### config.mk
export PLATFORM = sky130hd
export DESIGN_NAME = video_timing
export DESIGN_NICKNAME = d
export VERILOG_FILES = /design/src/hdl/gba_video_pkg.sv /design/src/hdl/video_timing.sv
export SDC_FILE = /design/constraint.sdc
export NUM_CORES = 1
export LEC_CHECK = 0
export BUFFER_PORTS_ARGS = -buffer_cell sky130_fd_sc_hd__buf_2
export CORE_MARGIN = 2
export CORE_UTILIZATION = 54
export CTS_CLUSTER_DIAMETER = 120
export CTS_CLUSTER_SIZE = 14
export DETAILED_ROUTE_END_ITERATION = 6
export GPL_ROUTABILITY_DRIVEN = 0
export PLACE_DENSITY = 0.82
export SLEW_MARGIN = 10
export SYNTH_ARGS = -nofsm -noshare
export SYNTH_HDL_FRONTEND = slang
export SYNTH_SLANG_ARGS = --single-unit
### constraint.sdc
create_clock -name clk_sys -period 3.1 [get_ports clk_sys]
set_input_delay 0.155 -clock clk_sys [delete_from_list [all_inputs] [get_ports clk_sys]]
set_output_delay 0.155 -clock clk_sys [all_outputs]
set_load 0.05 [all_outputs]
### src/hdl/gba_video_pkg.sv
// Single clock domain; 240x160 frame, one pixel per CE_DIV clocks, 15-bit colour in, 24-bit out
package gba_video_pkg;

	// ========================================================================
	// Display geometry
	// ========================================================================
	localparam int COORD_W        = 9;                   // Raster x and y counter width
	localparam int H_ACTIVE       = 240;                 // Visible pixels per line
	localparam int V_ACTIVE       = 160;                 // Visible lines
	localparam int H_LAST         = 398;                 // 399 pixels per line
	localparam int HS_START       = 293;
	localparam int HS_WIDTH       = 32;
	localparam int VS_LINE_ON     = 1;                   // Line whose hsync raises vsync
	localparam int VS_LINE_OFF    = 4;
	localparam int V_START        = 62;                  // First visible line
	localparam int FB_DEPTH       = H_ACTIVE * V_ACTIVE; // 38400 words
	localparam int CE_DIV         = 8;                   // System clocks per pixel
	localparam int FSTART_STRETCH = 8;                   // Frame-start level hold, in clocks

	// ========================================================================
	// Pixel, sync and write-port types
	// ========================================================================
	typedef logic [15:0] fb_addr_t;

	typedef struct packed {
		logic [4:0] r;  // Red in the top bits
		logic [4:0] g;
		logic [4:0] b;
	} pixel15_t;

	typedef struct packed {
		logic [7:0] r;
		logic [7:0] g;
		logic [7:0] b;
	} rgb24_t;

	typedef struct packed {
		logic     we;   // One-cycle strobe, no handshake
		fb_addr_t addr;
		pixel15_t data;
	} fb_write_t;

	typedef struct packed {
		logic hs;
		logic vs;
		logic hbl;
		logic vbl;
	} sync_t;

	typedef logic [1:0] desat_level_t;  // 0 = off, 3 = strongest

	// State of the sync bits out of reset: vertical blank only
	localparam sync_t SYNC_IDLE = '{hs: 1'b0, vs: 1'b0, hbl: 1'b0, vbl: 1'b1};

endpackage

### src/hdl/video_timing.sv
// 399 x up to 512 raster, pixel tick every CE_DIV clocks; realigns only if frame start hits vblank
module video_timing (
	input  logic                     clk_sys,
	input  logic                     reset,
	input  gba_video_pkg::fb_write_t fb_wr,
	output gba_video_pkg::fb_addr_t  rd_addr,
	input  gba_video_pkg::pixel15_t  rd_data,
	output logic                     tick,
	output gba_video_pkg::pixel15_t  pixel,
	output gba_video_pkg::sync_t     raw_sync
);

	logic [$clog2(gba_video_pkg::CE_DIV)-1:0] div;
	logic [gba_video_pkg::COORD_W-1:0]        x;
	logic [gba_video_pkg::COORD_W-1:0]        y;
	logic [gba_video_pkg::FSTART_STRETCH-1:0] fstart_sr;
	logic                                     fstart;    // Stretched frame-start level
	logic                                     fstart_d;
	logic                                     realign;
	gba_video_pkg::sync_t                     sync_next;

	// ========================================================================
	// Pixel enable
	// ========================================================================
	assign tick = (div == '0);  // First clock after reset, then every eighth

	// ========================================================================
	// Sync and blank for the current raster position
	// ========================================================================
	always_comb begin
		sync_next = raw_sync;

		if (x == gba_video_pkg::H_ACTIVE) sync_next.hbl = 1'b1;
		if (x == '0)                      sync_next.hbl = 1'b0;

		if (x == gba_video_pkg::HS_START) begin
			sync_next.hs = 1'b1;
			if (y == gba_video_pkg::VS_LINE_ON)  sync_next.vs = 1'b1;
			if (y == gba_video_pkg::VS_LINE_OFF) sync_next.vs = 1'b0;
		end
		if (x == gba_video_pkg::HS_START + gba_video_pkg::HS_WIDTH) begin
			sync_next.hs = 1'b0;
		end

		if (y == gba_video_pkg::V_START) sync_next.vbl = 1'b0;
		if (y >= gba_video_pkg::V_START + gba_video_pkg::V_ACTIVE) begin
			sync_next.vbl = 1'b1;
		end
	end

	// Frame start from the core, honoured only inside vertical blank
	assign realign = fstart & ~fstart_d & raw_sync.vbl;

	// ========================================================================
	// Raster counters, read address, frame-start stretcher
	// ========================================================================
	always_ff @(posedge clk_sys) begin
		if (reset) begin
			div       <= '0;
			x         <= '0;
			y         <= '0;
			rd_addr   <= '0;
			raw_sync  <= gba_video_pkg::SYNC_IDLE;
			fstart_sr <= '0;
			fstart    <= 1'b0;
			fstart_d  <= 1'b0;
		end else begin
			div <= div + 1'b1;

			// Write to word 0 marks a new frame
			fstart_sr <= fstart_sr << 1;
			if (fb_wr.we && fb_wr.addr == '0) begin
				fstart_sr <= {{(gba_video_pkg::FSTART_STRETCH - 1){1'b0}}, 1'b1};
			end
			fstart   <= |fstart_sr;
			fstart_d <= fstart;

			if (tick) begin
				raw_sync <= sync_next;

				if (x == gba_video_pkg::H_LAST) begin
					x <= '0;
					if (y != '1) y <= y + 1'b1;  // Saturates until realigned
				end else begin
					x <= x + 1'b1;
				end

				// Memory read lags one tick, so the address runs one word ahead
				if (sync_next.vbl) begin
					rd_addr <= '0;
				end else if (!sync_next.hbl) begin
					rd_addr <= rd_addr + 1'b1;
				end
			end

			if (realign) begin  // Overrides the tick update
				x           <= '0;
				y           <= '0;
				raw_sync.hs <= 1'b0;
				raw_sync.vs <= 1'b0;
			end
		end
	end

	// Pixel sample, taken on the same edge as the sync update
	always_ff @(posedge clk_sys) begin
		if (tick) begin
			pixel <= rd_data;
		end
	end

endmodule

==> summary.md <==
| Metric | Value |
|---|---|
| DRT Pass-1 Iters | `4` |
| Clk pwr share | `0.363` |
| Layout Area Growth over Synthesis | `23.9%` |
| Port buffer count | `69` |
| Top cell type's share of synthesized area | `0.338` |
| Slew HR | `0.472` |
| Post-cts sizing count | `0` |
| Cells after Synth | `between 300 and 400` |
| FF+latch count, synth | `66` |
| Count leader, synth | `dfxtp_1` |
| Register-to-register setup slack | `0.78 ns` |
| WL per Instance | `13.3 µm` |
| Htree depth | `3` |
| CTS max path bufs | `2` |
| Crit start category | `flip-flop` |
| Synth unique cells | `48` |
| Synth Flop Type | `dfxtp_1` |
| Sequential share of power | `0.498` |
| RSZ-0062 raised after global routing | `false` |
| Mapped Area | `just over 3000 µm²` |
| Die Area | `slightly above 6000 µm²` |
| Synth area leaders | `dfxtp_1 (34%), edfxtp_1 (15%), ha_1 (5.0%)` |
| Post-synth top cells | `dfxtp_1 (51), nand2_1 (34), nor2_1 (23)` |
| Post-synthesis area per instance | `a little under 10 µm²` |
| Hold Path Depth | `3` |
| Vias per inst | `~5.5` |
| Top cell type by total area after synthesis | `dfxtp_1` |
| DR DRC count | `0` |
| Vias | `approximately 2600` |
| Combinational Power Share | `0.139` |
| WS Path Type | `reg -> reg` |
| Max Fclk | `approximately 430 MHz` |
| DIE WIDTH | `~80 µm` |
| Starting DRT DRC Count | `183` |
| Min-delay worst type | `in -> reg` |
| CP Capture Type | `flip-flop` |
| Routed Antenna Nets | `0` |
| Global-route wire length before repair | `roughly 11000 µm` |
| Core area | `~5400 µm²` |
| Reg2Reg Depth | `7` |
| Worst-path clk slew | `0.07 ns` |
| P_leak | `between 0.001 and 0.0015 µW` |
| Final setup violation count | `0` |
| Synth Net Count | `between 300 and 400` |
| Pwr dens | `501 nW/µm²` |
| CTS tree | `done` |
| Post-Route WL | `about 6300 µm` |
| Maximum vdd ir drop | `around 0.34 mV` |
| Initial antenna violation count | `0` |
| Skew final | `0.00529 ns` |
| Switching portion of total power | `0.264` |
| Chip Height | `just under 80 µm` |
| EDFF count, synth | `15` |
| Minimum clock period | `roughly 2.3 ns` |
| Worst slew pin tran | `about 0.79 ns` |
| Layout net count | `~450` |
| Internal Pwr Total | `between 1000 and 1500 µW` |
| Largest stage delay on the critical path | `about 0.48 ns` |
| Total track usage | `0.215` |
| Final Hold Vio Count | `0` |
| CP Cell Sequence | `inv_1, ha_1, o311ai_0, o21ai_1, nand2_1, or4b_1, a31oi_1` |
| Overflow after GRT | `0` |
| Req. time, crit path | `about 3.4 ns` |
| Final worst path period share | `0.748` |
| N_diodes | `0` |
| Max FO, Critical Path | `12` |
| Largest net degree at the start of global routing | `20` |
| Setup TNS | `0 ns` |
| Num ports | `85` |
| Max cap viols | `0` |
| Status | `finished clean` |
| Sw Pwr | `~500 µW` |
| CTS sink count | `66` |
| Layout cells sized above 1 | `0.231` |
| Row cnt | `27` |
| Final instance area | `3740 µm²` |
| Post-synthesis sequential area ratio | `0.487` |
| CTS Root Cell | `clkbuf_8` |
| Fraction of registers with async set/reset | `0` |
| Crit-path slowest cell | `or4b_1` |
| WP data arrival | `~2.6 ns` |
| Initial Utilization | `0.556` |
| Number of synthesis warnings | `0` |
| Area after DPL | `approximately 3400 µm²` |
| CTS Buf Count | `9` |
| Vias in the first global route | `between 2000 and 2500` |
| Post-DP HPWL | `between 4000 and 5000 µm` |
| Max-slew violations | `0` |
| Clk_lat worst skew | `roughly 0.34 ns` |
## per-layer routing
| metal | track usage | vias to the layer above | share of wire |
|---|---|---|---|
| met5 | 0 | - | 0 |
| met4 | 0.0947 | 0 | 0.017 |
| met3 | 0.0625 | 10 | 0.074 |
| met2 | 0.354 | 87 | 0.48 |
| met1 | 0.262 | 1176 | 0.43 |
| li1 | - | 1296 | - |
## sequential cells by signal, summed over array words and instances, names as in the netlist
name	flops
div	3
fstart_d	1
x	9
pixel	15
raw_sync	4
y	9
fstart	1
fstart_sr	8
rd_addr	16
## what timing repair did
item | 4_1_cts | 5_1_grt
hold buffers | 15 | 0
hold endpoints to repair | 15 | 0
setup buffers | 0 | 0
## power by group through the flow
stage	logic [µW]	clock network, µW	registers (µW)
final	260	682	934
after global routing	280	741	936
after CTS	260	702	933
after detailed placement	244	0	952
after global placement	240	0	951
after floorplan	90.5	0	1040
## logic make-up after synthesis
group | synth area share
AND/OR/NAND/NOR | 0.284
flip-flops | 0.487
AO/OA/AOI/OAI | 0.0957
buffers and inverters | 0.0373
XOR/XNOR | 0.0464
adder cells (fa/ha/maj) | 0.0497
## per-stage QoR
| stage | total power [µW] | instances | worst slack [ns] | hold slack, ns | utilization |
|---|---|---|---|---|---|
| global route | 1960 | 470 | 0.477 | 0.106 | 0.688 |
| finish | 1880 | 470 | 0.782 | 0.0875 | 0.688 |
| global placement | 1190 | 439 | 0.889 | 0.332 | 0.626 |
| detailed placement | 1200 | 439 | 0.822 | 0.335 | 0.626 |
| floorplan | 1130 | 309 | 0.504 | 0.254 | - |
| CTS | 1900 | 470 | 0.792 | 0.0723 | 0.688 |
## critical path: cells and delay by family (launching register included)
family,cells,cell delay (ns)
and+or+nand+nor,2,0.78
AOI/OAI and AO/OA,3,0.72
DFF,1,0.43
adders and majority gates,1,0.22
buffers and inverters,1,0.10
## cell type report
cell class                      instances  area (µm²)
Fill cell                             409        1700
Sequential cell                        66        1470
Clock buffer                           13         149
Multi-Input combinational cell        218        1440
Tap cell                               72        90.1
Clock inverter                          3        38.8
Inverter                               12        45.0
Timing Repair Buffer                   86         510
## final timing paths
kind              from            to
max               y[0]    rd_addr[7]
min          fb_wr[29]  fstart_sr[0]
min reg2reg     div[0]        div[0]
max reg2reg       y[0]    rd_addr[7]
## layout by cell type, fill, tap and decap left out, drive strengths merged, types with 6 or more instances in the layout
| cell type | synthesis | routed |
|---|---|---|
| edfxtp | 15 | 15 |
| inv | 12 | 12 |
| and2 | 10 | 10 |
| nor4 | 11 | 11 |
| clkbuf | 8 | 13 |
| nand3 | 21 | 21 |
| a31oi | 8 | 8 |
| nand4 | 9 | 9 |
| a21oi | 11 | 11 |
| dlygate4sd3 | 0 | 15 |
| ha | 12 | 12 |
| nor3 | 8 | 8 |
| buf | 5 | 71 |
| xnor2 | 12 | 12 |
| nand2 | 34 | 34 |
| o21ai | 6 | 6 |
| nor2 | 23 | 23 |
| dfxtp | 51 | 51 |
Power figures use the tool's default switching activity.
