**src/hdl/gba_video_pkg.sv**
```systemverilog
// Single clock domain; 240x160 frame, one pixel per CE_DIV clocks, 15-bit colour in, 24-bit out
package gba_video_pkg;

	// ========================================================================
	// Display geometry
	// ========================================================================
	localparam int COORD_W        = 9;                   // Raster x and y counter width
	localparam int H_ACTIVE       = 240;                 // Visible pixels per line
	localparam int V_ACTIVE       = 160;                 // Visible lines
	localparam int H_LAST         = 398;                 // 399 pixels per line
	localparam int HS_START       = 293;
	localparam int HS_WIDTH       = 32;
	localparam int VS_LINE_ON     = 1;                   // Line whose hsync raises vsync
	localparam int VS_LINE_OFF    = 4;
	localparam int V_START        = 62;                  // First visible line
	localparam int FB_DEPTH       = H_ACTIVE * V_ACTIVE; // 38400 words
	localparam int CE_DIV         = 8;                   // System clocks per pixel
	localparam int FSTART_STRETCH = 8;                   // Frame-start level hold, in clocks

	// ========================================================================
	// Pixel, sync and write-port types
	// ========================================================================
	typedef logic [15:0] fb_addr_t;

	typedef struct packed {
		logic [4:0] r;  // Red in the top bits
		logic [4:0] g;
		logic [4:0] b;
	} pixel15_t;

	typedef struct packed {
		logic [7:0] r;
		logic [7:0] g;
		logic [7:0] b;
	} rgb24_t;

	typedef struct packed {
		logic     we;   // One-cycle strobe, no handshake
		fb_addr_t addr;
		pixel15_t data;
	} fb_write_t;

	typedef struct packed {
		logic hs;
		logic vs;
		logic hbl;
		logic vbl;
	} sync_t;

	typedef logic [1:0] desat_level_t;  // 0 = off, 3 = strongest

	// State of the sync bits out of reset: vertical blank only
	localparam sync_t SYNC_IDLE = '{hs: 1'b0, vs: 1'b0, hbl: 1'b0, vbl: 1'b1};

endpackage

```
**src/hdl/desaturate_filter.sv**
```systemverilog
// Level is sampled every tick with no hold-off; output colour is undefined until a written word shows
module desaturate_filter (
	input  logic                        clk_sys,
	input  logic                        reset,
	input  logic                        tick,
	input  gba_video_pkg::pixel15_t     pixel,
	input  gba_video_pkg::sync_t        raw_sync,
	input  gba_video_pkg::desat_level_t level,
	output logic                        ce_pix,
	output gba_video_pkg::rgb24_t       rgb,
	output gba_video_pkg::sync_t        sync
);

	gba_video_pkg::rgb24_t wide;
	gba_video_pkg::rgb24_t rgb_next;
	logic [7:0]            luma;

	// Mix one channel with luma; all sums wrap to 8 bits
	function automatic logic [7:0] mix_channel(
		input logic [7:0]                  c,
		input logic [7:0]                  lum,
		input gba_video_pkg::desat_level_t lvl
	);
		logic [7:0] res;
		case (lvl)
			2'd0:    res = c;
			2'd1:    res = c[7:1] + c[7:2] + lum[7:2];      // 3/4 colour, 1/4 luma
			2'd2:    res = c[7:1] + lum[7:1];               // Half and half
			default: res = lum[7:1] + lum[7:2] + c[7:2];    // 3/4 luma
		endcase
		return res;
	endfunction

	// ========================================================================
	// Widening and luma
	// ========================================================================
	// Top bits repeated into the low end so full scale maps to 255
	assign wide.r = {pixel.r, pixel.r[4:2]};
	assign wide.g = {pixel.g, pixel.g[4:2]};
	assign wide.b = {pixel.b, pixel.b[4:2]};

	assign luma = wide.r[7:2] + wide.g[7:1] + wide.g[7:3] + wide.b[7:3];

	assign rgb_next.r = mix_channel(wide.r, luma, level);
	assign rgb_next.g = mix_channel(wide.g, luma, level);
	assign rgb_next.b = mix_channel(wide.b, luma, level);

	// ========================================================================
	// Output register
	// ========================================================================
	always_ff @(posedge clk_sys) begin
		if (reset) begin
			ce_pix <= 1'b0;
			sync   <= gba_video_pkg::SYNC_IDLE;
		end else begin
			ce_pix <= tick;
			if (tick) begin
				sync <= raw_sync;  // Same edge as the colour below
			end
		end
	end

	always_ff @(posedge clk_sys) begin
		if (tick) begin
			rgb <= rgb_next;
		end
	end

endmodule

```
**config.mk**
```make
export PLATFORM = sky130hd
export DESIGN_NAME = desaturate_filter
export DESIGN_NICKNAME = d
export VERILOG_FILES = /design/src/hdl/gba_video_pkg.sv /design/src/hdl/desaturate_filter.sv
export SDC_FILE = /design/constraint.sdc
export NUM_CORES = 1
export LEC_CHECK = 0
export BUFFER_PORTS_ARGS = -buffer_cell sky130_fd_sc_hd__buf_2
export CAP_MARGIN = 20
export CELL_PAD_IN_SITES_DETAIL_PLACEMENT = 1
export CELL_PAD_IN_SITES_GLOBAL_PLACEMENT = 1
export CORE_UTILIZATION = 48
export CTS_CLUSTER_DIAMETER = 200
export DETAILED_ROUTE_END_ITERATION = 12
export HOLD_SLACK_MARGIN = 0.12
export PLACE_DENSITY_LB_ADDON = 0.1
export SLEW_MARGIN = 5
export SYNTH_ARGS = -nofsm -noshare
export SYNTH_HDL_FRONTEND = slang
export SYNTH_SLANG_ARGS = --single-unit
```
**constraint.sdc**
```tcl
create_clock -name clk_sys -period 6.66 [get_ports clk_sys]
set_input_delay 0.999 -clock clk_sys [delete_from_list [all_inputs] [get_ports clk_sys]]
set_output_delay 0.999 -clock clk_sys [all_outputs]
set_load 0.05 [all_outputs]
```
==> results of run 1 <==
## through the flow
step | TNS, ns | hold slack (ns) | instances | setup slack [ns] | area [um2]
2_1_floorplan | 0 | 0.733 | 485 | 0.870 | 4860
3_3_place_gp | 0 | 0.468 | 674 | 0.0637 | 5310
3_5_place_dp | -0.0308 | 0.494 | 674 | -0.0146 | 5310
4_1_cts | 0 | 0.511 | 682 | 0.298 | 5390
5_1_grt | 0 | 0.553 | 682 | 0.131 | 5390
6_report | 0 | 0.504 | 682 | 0.446 | 5390
## flip-flops by register name (all words and copies together) (netlist names)
register / count
rgb: 24
ce_pix: 1
sync: 4
## layout by cell type (no fill, tap or decap), types with 14 or more instances in the layout
cell type  count
a21o_1        18
a21oi_1       42
buf_2         52
buf_4         14
edfxtp_1      24
fa_1          38
ha_1          75
inv_1         83
mux4_2        17
nor2_1        31
o21ai_0       14
xnor2_1       27
xor2_1        15
## per-layer routing
metal / track usage / share of wire
met1: 0.379 / 0.43
met2: 0.525 / 0.49
met3: 0.0312 / 0.046
met4: 0.100 / 0.030
met5: 0 / 0
## critical path, stage by stage
cell and delay, ns:
buf_2 0.19, inv_1 0.16, fa_1 0.51, fa_1 0.53, inv_1 0.07, ha_1 0.31
a211oi_1 0.26, o21bai_1 0.11, a21oi_1 0.17, xor2_1 0.37, inv_1 0.25, ha_1 0.40
o21a_1 0.12, o31ai_1 0.13, a21boi_1 0.42, buf_4 0.20, ha_1 0.26, o21a_1 0.14
nor3_1 0.13, nor2_1 0.06, mux4_2 0.45
## area by class of cell
cell class                      count  area, um2
Clock buffer                        5       68.8
Clock inverter                      3       17.5
Fill cell                        1141       4380
Inverter                           83        312
Multi-Input combinational cell    363       3640
Sequential cell                    29        821
Tap cell                          133        166
Timing Repair Buffer               66        365
## path summary, 6_finish.rpt
path,to,slack (ns),depth (start not counted)
setup / recovery,rgb[21],0.45,21
hold / removal,sync[3],0.50,2
setup reg to reg,sync[0],5.83,2
hold reg to reg,sync[3],0.50,2
## logic make-up (layout without fill, tap and decap cells)
kind of cell               after synthesis  in the layout  share of synthesized area
AOI/OAI and AO/OA                      123            123                      0.167
adders and majority gates              113            113                      0.350
buffers and inverters                   93            157                     0.0811
and+or+nand+nor                         60             60                     0.0590
xor gates and xnor gates                43             43                     0.0814
DFF                                     29             29                      0.169
muxes                                   24             24                     0.0932
==> run_results.csv, run 1 <==
group,metric,value,unit
synth,synth.most_common_cell,"inv_1",
detailed_routing,drc_errors,0,
clock_network,cts_buffers,5,
synth,synth_top_area_cell,"ha_1",
detailed_routing,drtPass1Iterations,4,
setup_path,path_max_fanout,6,
grt,grt_pass1_vias,4297,
synth,synth-edff-count,24,
synth,async_flop_share,0,
synth,synth_commonest_cells,"inv_1 (83), ha_1 (75), a21oi_1 (42)",
clock_network,cts_tree,"done",
sta,fin_crit,6.21,ns
floorplan,initial_core_util,0.497,
run,maxCapViolCount,0,
grt,grt_max_degree,36,
outcome,outcome,"complete, no violations",
grt,grt-ovfl-total,0,
synth,synthCells,485,
sta,grt_setup_unrepaired,"no",
setup_path,crit_start,"pixel[5]",
synth,synth_area_leaders,"ha_1 (19%), fa_1 (16%), edfxtp_1 (15%), mux4_2 (7.9%), inv_1 (6.4%)",
sta,fin_crit_sh,0.933,
detailed_routing,vias,3903,
setup_path,worst_setup_path_start_kind,"primary input",
final_layout,drive_above_1_share,0.180,
setup_path,critPathRequiredTime,6.68,ns
detailed_routing,drt-wirelength-per-cell,21.1,um
clock_network,path_clk_slew,0.07,ns
place,numPortBuffers,52,
worst_hold_path,worstHoldStart,"sync[3]",
grt,antenna_found_initial,0,
clock_network,cts_root_buf,"clkbuf_8",
synth,synth_cell_types,44,
synth,syn_area,4860,um2
place,dp_hpwl,11600,um
sta,finalMaxSlewViolations,0,
sta,finalSetupViolCount,0,
synth,syn-num-nets,622,
synth,postSynthAreaPerCell,10.0,um2
grt,grtUsageTotal,0.297,
detailed_routing,drt_iter0_drc,165,
synth,synth_seq_area_share,0.169,
sta,relSlewSlack,0.420,
final_layout,fin_nets,685,
clock_network,cts.repair.resized,0,
setup_path,critPathKind,"primary input to flop",
detailed_routing,post_drt_via_cell_ratio,5.72,
clock_network,clock-sinks,29,
detailed_routing,ant_nets,0,
setup_path,r2r-start,"sync[0]",
clock_network,cts_hold_buf,0,
floorplan,die_w,103,um
final_layout,fin_util,0.552,
floorplan,ioPinCount,53,
sta,hold_violations,0,
sta,finClkSkew,0,ns
setup_path,critPathArrivalTime,6.24,ns
clock_network,cts_post_setup_buffers_inserted,0,
floorplan,die_y,103,um
sta,tightest_slew,0.870,ns
floorplan,die-area,10500,um2
synth,postSynthRegisterBits,29,
floorplan,rows,36,
place,place_congestion,0.879,
synth,yosys_warnings,0,
clock_network,insertion_delay,0.28,ns
clock_network,clk_path_buf_depth,2,
synth,yosysTopAreaCellShare,0.193,
worst_hold_path,min_path_type,"flop to flop",
grt,grt_pass1_wl,22700,um
sta,fmax,161,MHz
clock_network,htreeDepth,2,
detailed_routing,finalWirelength,14400,um
setup_path,critPathCaptureType,"flop",
final_layout,num_antenna_cells,0,
synth,synthFlopType,"edfxtp_1",
final_layout,area_growth,11.0,%
floorplan,core_area,9770,um2
Power of run 1 is left out: the tool's default activity adds up to more than one toggle a clock period on the data nets, which glitch-free logic cannot reach.
==> run 2, diff against run 1 <==
ABC_AREA = 1   (was not set)
CORE_UTILIZATION = 45   (was 48)
==> run 2 against run 1 <==
Against the previous run:
- the flow now finishes with violations (DRC)
- sequential share of layout area decreased by 0.53 points
- first-iteration DRC count up 27%
- highest routed layer unchanged
- largest cell class unchanged
- synthesized cell count rose by 38%
==> run_results.csv, run 2 <==
group,metric,value,unit
clock_network,cts_root_buf,"clkbuf_8",
setup_path,worst_setup_path_start_kind,"primary input",
synth,synth_commonest_cells,"nand2_1 (145), inv_1 (131), ha_1 (75)",
setup_path,critPathArrivalTime,6.34,ns
clock_network,cts_tree,"done",
final_layout,post-route-cell-area,5590,um2
synth,yosysTopAreaCellShare,0.187,
synth,async_flop_share,0,
floorplan,die_w,108,um
synth,synth_top_area_cell,"ha_1",
final_layout,drive_above_1_share,0.117,
clock_network,path_clk_slew,0.07,ns
synth,synth-edff-count,24,
grt,grt_pass1_wl,27800,um
final_layout,largest_reg_flops,24,
grt,grt_max_degree,30,
sta,grt_setup_unrepaired,"no",
detailed_routing,drtPass1Iterations,8,
sta,fin_crit_sh,0.929,
setup_path,r2r-start,"sync[2]",
synth,synth.most_common_cell,"nand2_1",
synth,synth_area_leaders,"ha_1 (19%), fa_1 (15%), edfxtp_1 (14%), nand2_1 (11%), inv_1 (9.8%)",
clock_network,cts_buffers,5,
final_layout,fin_nets,871,
place,place_congestion,0.941,
setup_path,worst-r2r-cell-count,2,
sta,tightest_slew,1.11,ns
worst_hold_path,min_path_type,"flop to flop",
floorplan,die_y,108,um
clock_network,insertion_delay,0.29,ns
floorplan,rows,38,
sta,hold_violations,0,
sta,fmax,162,MHz
clock_network,cts_post_setup_buffers_inserted,0,
detailed_routing,drt-wirelength-per-cell,20.0,um
setup_path,path_max_fanout,8,
setup_path,rr_endpoint,"sync[2]",
worst_hold_path,worstHoldStart,"sync[0]",
sta,finClkSkew,0,ns
place,dp_hpwl,14200,um
final_layout,fin_util,0.515,
place,numPortBuffers,52,
detailed_routing,finalWirelength,17500,um
grt,grt_pass1_vias,5292,
outcome,violations,"DRC",
final_layout,largest_register,"rgb",
clock_network,clock-sinks,29,
final_layout,num_antenna_cells,0,
synth,synth_seq_area_share,0.164,
floorplan,initial_core_util,0.463,
synth,synth_cell_types,34,
run,maxCapViolCount,0,
sta,finalSetupTns,0,ns
synth,synthCells,670,
setup_path,critPathKind,"primary input to flop",
synth,yosys_warnings,0,
synth,syn-num-nets,807,
synth,postSynthAreaPerCell,7.49,um2
grt,grtUsageTotal,0.326,
setup_path,critPathRequiredTime,6.82,ns
setup_path,reg2reg_setup_slack,6.03,ns
synth,syn_area,5020,um2
outcome,outcome,"complete, but fails checks",
clock_network,htreeDepth,2,
sta,relSlewSlack,0.255,
final_layout,final_cell_mix,"nand2_1 (145), inv_1 (131), ha_1 (75)",
final_layout,top_regs,"rgb (24), sync (4), ce_pix (1)",
clock_network,cts_hold_buf,0,
floorplan,core_area,10800,um2
place,post-place-cells,867,
detailed_routing,drc_errors,1,
detailed_routing,vias,4899,
detailed_routing,post_drt_via_cell_ratio,5.60,
final_layout,area_growth,11.4,%
sta,finalSetupViolCount,0,
synth,synthFlopType,"edfxtp_1",
final_layout,layout_commonest_cell,"nand2_1",
detailed_routing,drt_iter0_drc,209,
floorplan,ioPinCount,53,
sta,finalMaxSlewViolations,0,
final_layout,finalNonFillerCells,875,
setup_path,critPathCaptureType,"flop",
sta,fin_crit,6.19,ns
clock_network,cts.repair.resized,0,
worst_hold_path,hold_depth,2,
detailed_routing,ant_nets,0,
grt,grt-ovfl-total,0,
synth,postSynthRegisterBits,29,
floorplan,die-area,11600,um2
worst_hold_path,holdPathEnd,"sync[0]",
place,placed_area,5510,um2
grt,antenna_found_initial,0,
clock_network,clk_path_buf_depth,2,
run 2: changes by cell type in the layout (fill, tap and decap cells not counted), sizes merged, moves of 8 or more:
cell,before,now
a21o,19,3
a21oi,43,52
inv,83,131
mux4,17,0
nand2,3,146
nand3,2,39
nand4,0,18
nor2,31,40
nor2b,10,1
o2111ai,1,9
o21a,9,0
or2,0,9
xnor2,27,3
run 2: layer usage:
metal	track usage	wire, um	share of wire
met5	0	0	0
met4	0.136	526	0.030
met2	0.548	8240	0.47
met1	0.419	7950	0.46
met3	0.0436	755	0.043
run 2: area by class of cell:
cell class                 count  area, um2
clock buffer                   6       72.6
clock inverter                 2       10.0
fill                        1436       5250
inverter                     132        495
multi-input combinational    503       3670
sequential                    29        821
tap                          140        175
timing repair buffer          63        343
run 2: metrics by stage:
step           hold slack (ns)  worst slack [ns]
6_report                 0.474             0.474
5_1_grt                  0.510             0.132
4_1_cts                  0.481             0.512
3_5_place_dp             0.464             0.216
3_3_place_gp             0.433             0.465
2_1_floorplan            0.686             0.937
run 2: critical path, stage by stage:
cell and delay, ns:
buf_2 0.24, inv_1 0.17, fa_1 0.50, fa_1 0.52, inv_1 0.04, ha_1 0.36
nand2_1 0.09, inv_1 0.08, nand2_1 0.05, nand3_1 0.08, xor2_1 0.47, inv_1 0.28
ha_1 0.44, nand2_1 0.09, nand2_1 0.07, a31oi_1 0.18, xor2_1 0.19, inv_1 0.12
ha_1 0.35, a21oi_1 0.17, nand2_1 0.11, a21o_1 0.18, a21oi_1 0.16, xor2_1 0.20
nand2_1 0.08, nand2_1 0.09
run 2: worst max-delay path by stage:
stage                     startpoint       to  slack (ns)  cells after the start
after global placement      pixel[8]  rgb[22]        0.47                     26
after detailed placement    pixel[3]  rgb[22]        0.22                     26
after floorplan             pixel[9]   rgb[5]        0.94                     23
final                       pixel[8]  rgb[22]        0.47                     26
after global routing        pixel[3]  rgb[22]        0.13                     26
after CTS                   pixel[8]  rgb[22]        0.51                     26
run 2: kinds of logic (layout without fill, tap and decap cells):
family,after synthesis,count (layout),share of synthesized area
compound gates,111,111,0.133
xor+xnor,22,22,0.0384
fa+ha+maj,113,113,0.339
buf+inv,138,203,0.105
flops,29,29,0.164
simple gates,257,257,0.222
Power of run 2 is left out for the same reason.
==> run 3, diff against run 2 <==
PLACE_DENSITY = 0.8   (was not set)
PLACE_DENSITY_LB_ADDON = not set   (was 0.1)
==> run 3 against run 2 <==
Against the previous run:
- critical path depth up 2
- utilization up 0.15 points
- the flow now finishes without violations
- die area unchanged
- largest cell class unchanged
- wire length up 3.5%
- non-clock buffer count down 1
==> run_results.csv, run 3 (synthesis gave the netlist of run 2 again) <==
group,metric,value,unit
outcome,outcome,"complete, no violations",
final_layout,fin_util,0.517,
sta,fmax,167,MHz
place,place_congestion,0.946,
clock_network,insertion_delay,0.28,ns
setup_path,critPathKind,"primary input to flop",
sta,tightest_slew,0.767,ns
detailed_routing,drtPass1Iterations,5,
floorplan,rows,38,
sta,finalMaxSlewViolations,0,
detailed_routing,drc_errors,0,
setup_path,crit_path_frequent_cell,"nand2_1",
setup_path,cp_slowest_stage_delay,0.51,ns
setup_path,crit_slowest_cell,"fa_1",
sta,finalSetupViolCount,0,
detailed_routing,drt-wirelength-per-cell,20.7,um
grt,grtUsageTotal,0.333,
floorplan,die_w,108,um
detailed_routing,ant_nets,0,
grt,grt-ovfl-total,0,
grt,antenna_found_initial,0,
final_layout,fin_nets,870,
final_layout,drive_above_1_share,0.114,
sta,finClkSkew,0,ns
place,post-place-ws,0.383,ns
sta,hold_violations,0,
place,dp_hpwl,14700,um
grt,grt_pass1_vias,5455,
clock_network,clk_path_buf_depth,2,
sta,fin_crit_sh,0.899,
clock_network,path_clk_slew,0.07,ns
detailed_routing,vias,5004,
setup_path,critPathArrivalTime,6.03,ns
grt,grt_max_degree,30,
floorplan,die_y,108,um
worst_hold_path,min_path_type,"flop to flop",
final_layout,largest_reg_flops,24,
final_layout,largest_register,"rgb",
clock_network,cts.repair.resized,0,
final_layout,top_regs,"rgb (24), sync (4), ce_pix (1)",
clock_network,cts_post_setup_buffers_inserted,0,
setup_path,critPathRequiredTime,6.70,ns
sta,fin_crit,5.99,ns
floorplan,core_area,10800,um2
setup_path,crit_buf_inv,6,
sta,relSlewSlack,0.487,
detailed_routing,finalWirelength,18100,um
place,numPortBuffers,52,
clock_network,cts_hold_buf,0,
detailed_routing,post_drt_via_cell_ratio,5.73,
sta,fin_ws,0.674,ns
clock_network,htreeDepth,2,
sta,finalSetupTns,0,ns
grt,grt_pass1_wl,28600,um
final_layout,final_cell_mix,"nand2_1 (145), inv_1 (131), ha_1 (75)",
setup_path,path_max_fanout,8,
sta,grt_setup_unrepaired,"no",
floorplan,die-area,11600,um2
floorplan,initial_core_util,0.463,
setup_path,critPathCaptureType,"flop",
clock_network,cts_tree,"done",
detailed_routing,drt_iter0_drc,290,
setup_path,cp_top_family,"adder cells",
clock_network,cts_root_buf,"clkbuf_8",
clock_network,cts_buffers,5,
clock_network,clock-sinks,29,
run,maxCapViolCount,0,
setup_path,worst_setup_path_start_kind,"primary input",
final_layout,num_antenna_cells,0,
final_layout,area_growth,11.7,%
floorplan,ioPinCount,53,
final_layout,layout_commonest_cell,"nand2_1",
[run 3: cell types whose count changed in the layout (fill, tap and decap cells not counted)]
cell and delta:
buf_4 -1, bufinv_16 +1, clkinv_1 +1, clkinv_2 -2
[run 3: cell type report]
| class | instances | area [um2] |
|---|---|---|
| Timing Repair Buffer | 62 | 335 |
| Clock buffer | 6 | 72.6 |
| Multi-Input combinational cell | 503 | 3670 |
| Clock inverter | 2 | 33.8 |
| Sequential cell | 29 | 821 |
| Fill cell | 1425 | 5240 |
| Inverter | 132 | 495 |
| Tap cell | 140 | 175 |
[run 3: per-layer routing]
layer  GRT usage  wire length, um  part of all wire
met2       0.583             8830              0.49
met3      0.0569             1070             0.059
met1       0.400             7480              0.41
met4       0.142              697             0.039
met5           0                0                 0
[run 3: worst paths after layout]
path                            startpoint  endpoint  cells past startpoint  slack, ns
worst max-delay path              pixel[9]   rgb[15]                     28       0.67
worst min-delay path               sync[0]   sync[0]                      2       0.48
worst max register to register     sync[1]   sync[1]                      2       6.01
worst min register to register     sync[0]   sync[0]                      2       0.48
[run 3: worst reg2reg max path, stage by stage, from the launching register on]
cell and delay [ns]:
dfxtp_1 0.32, o21ai_0 0.18, nor2_1 0.06
[run 3: stage by stage]
stage                     area (um2)  hold slack, ns  cells
after detailed placement        5500           0.465    866
after global placement          5500           0.437    866
after floorplan                 5020           0.686    670
final                           5600           0.476    874
after global routing            5600           0.511    874
after CTS                       5600           0.484    874
Power of run 3 is left out for the same reason.
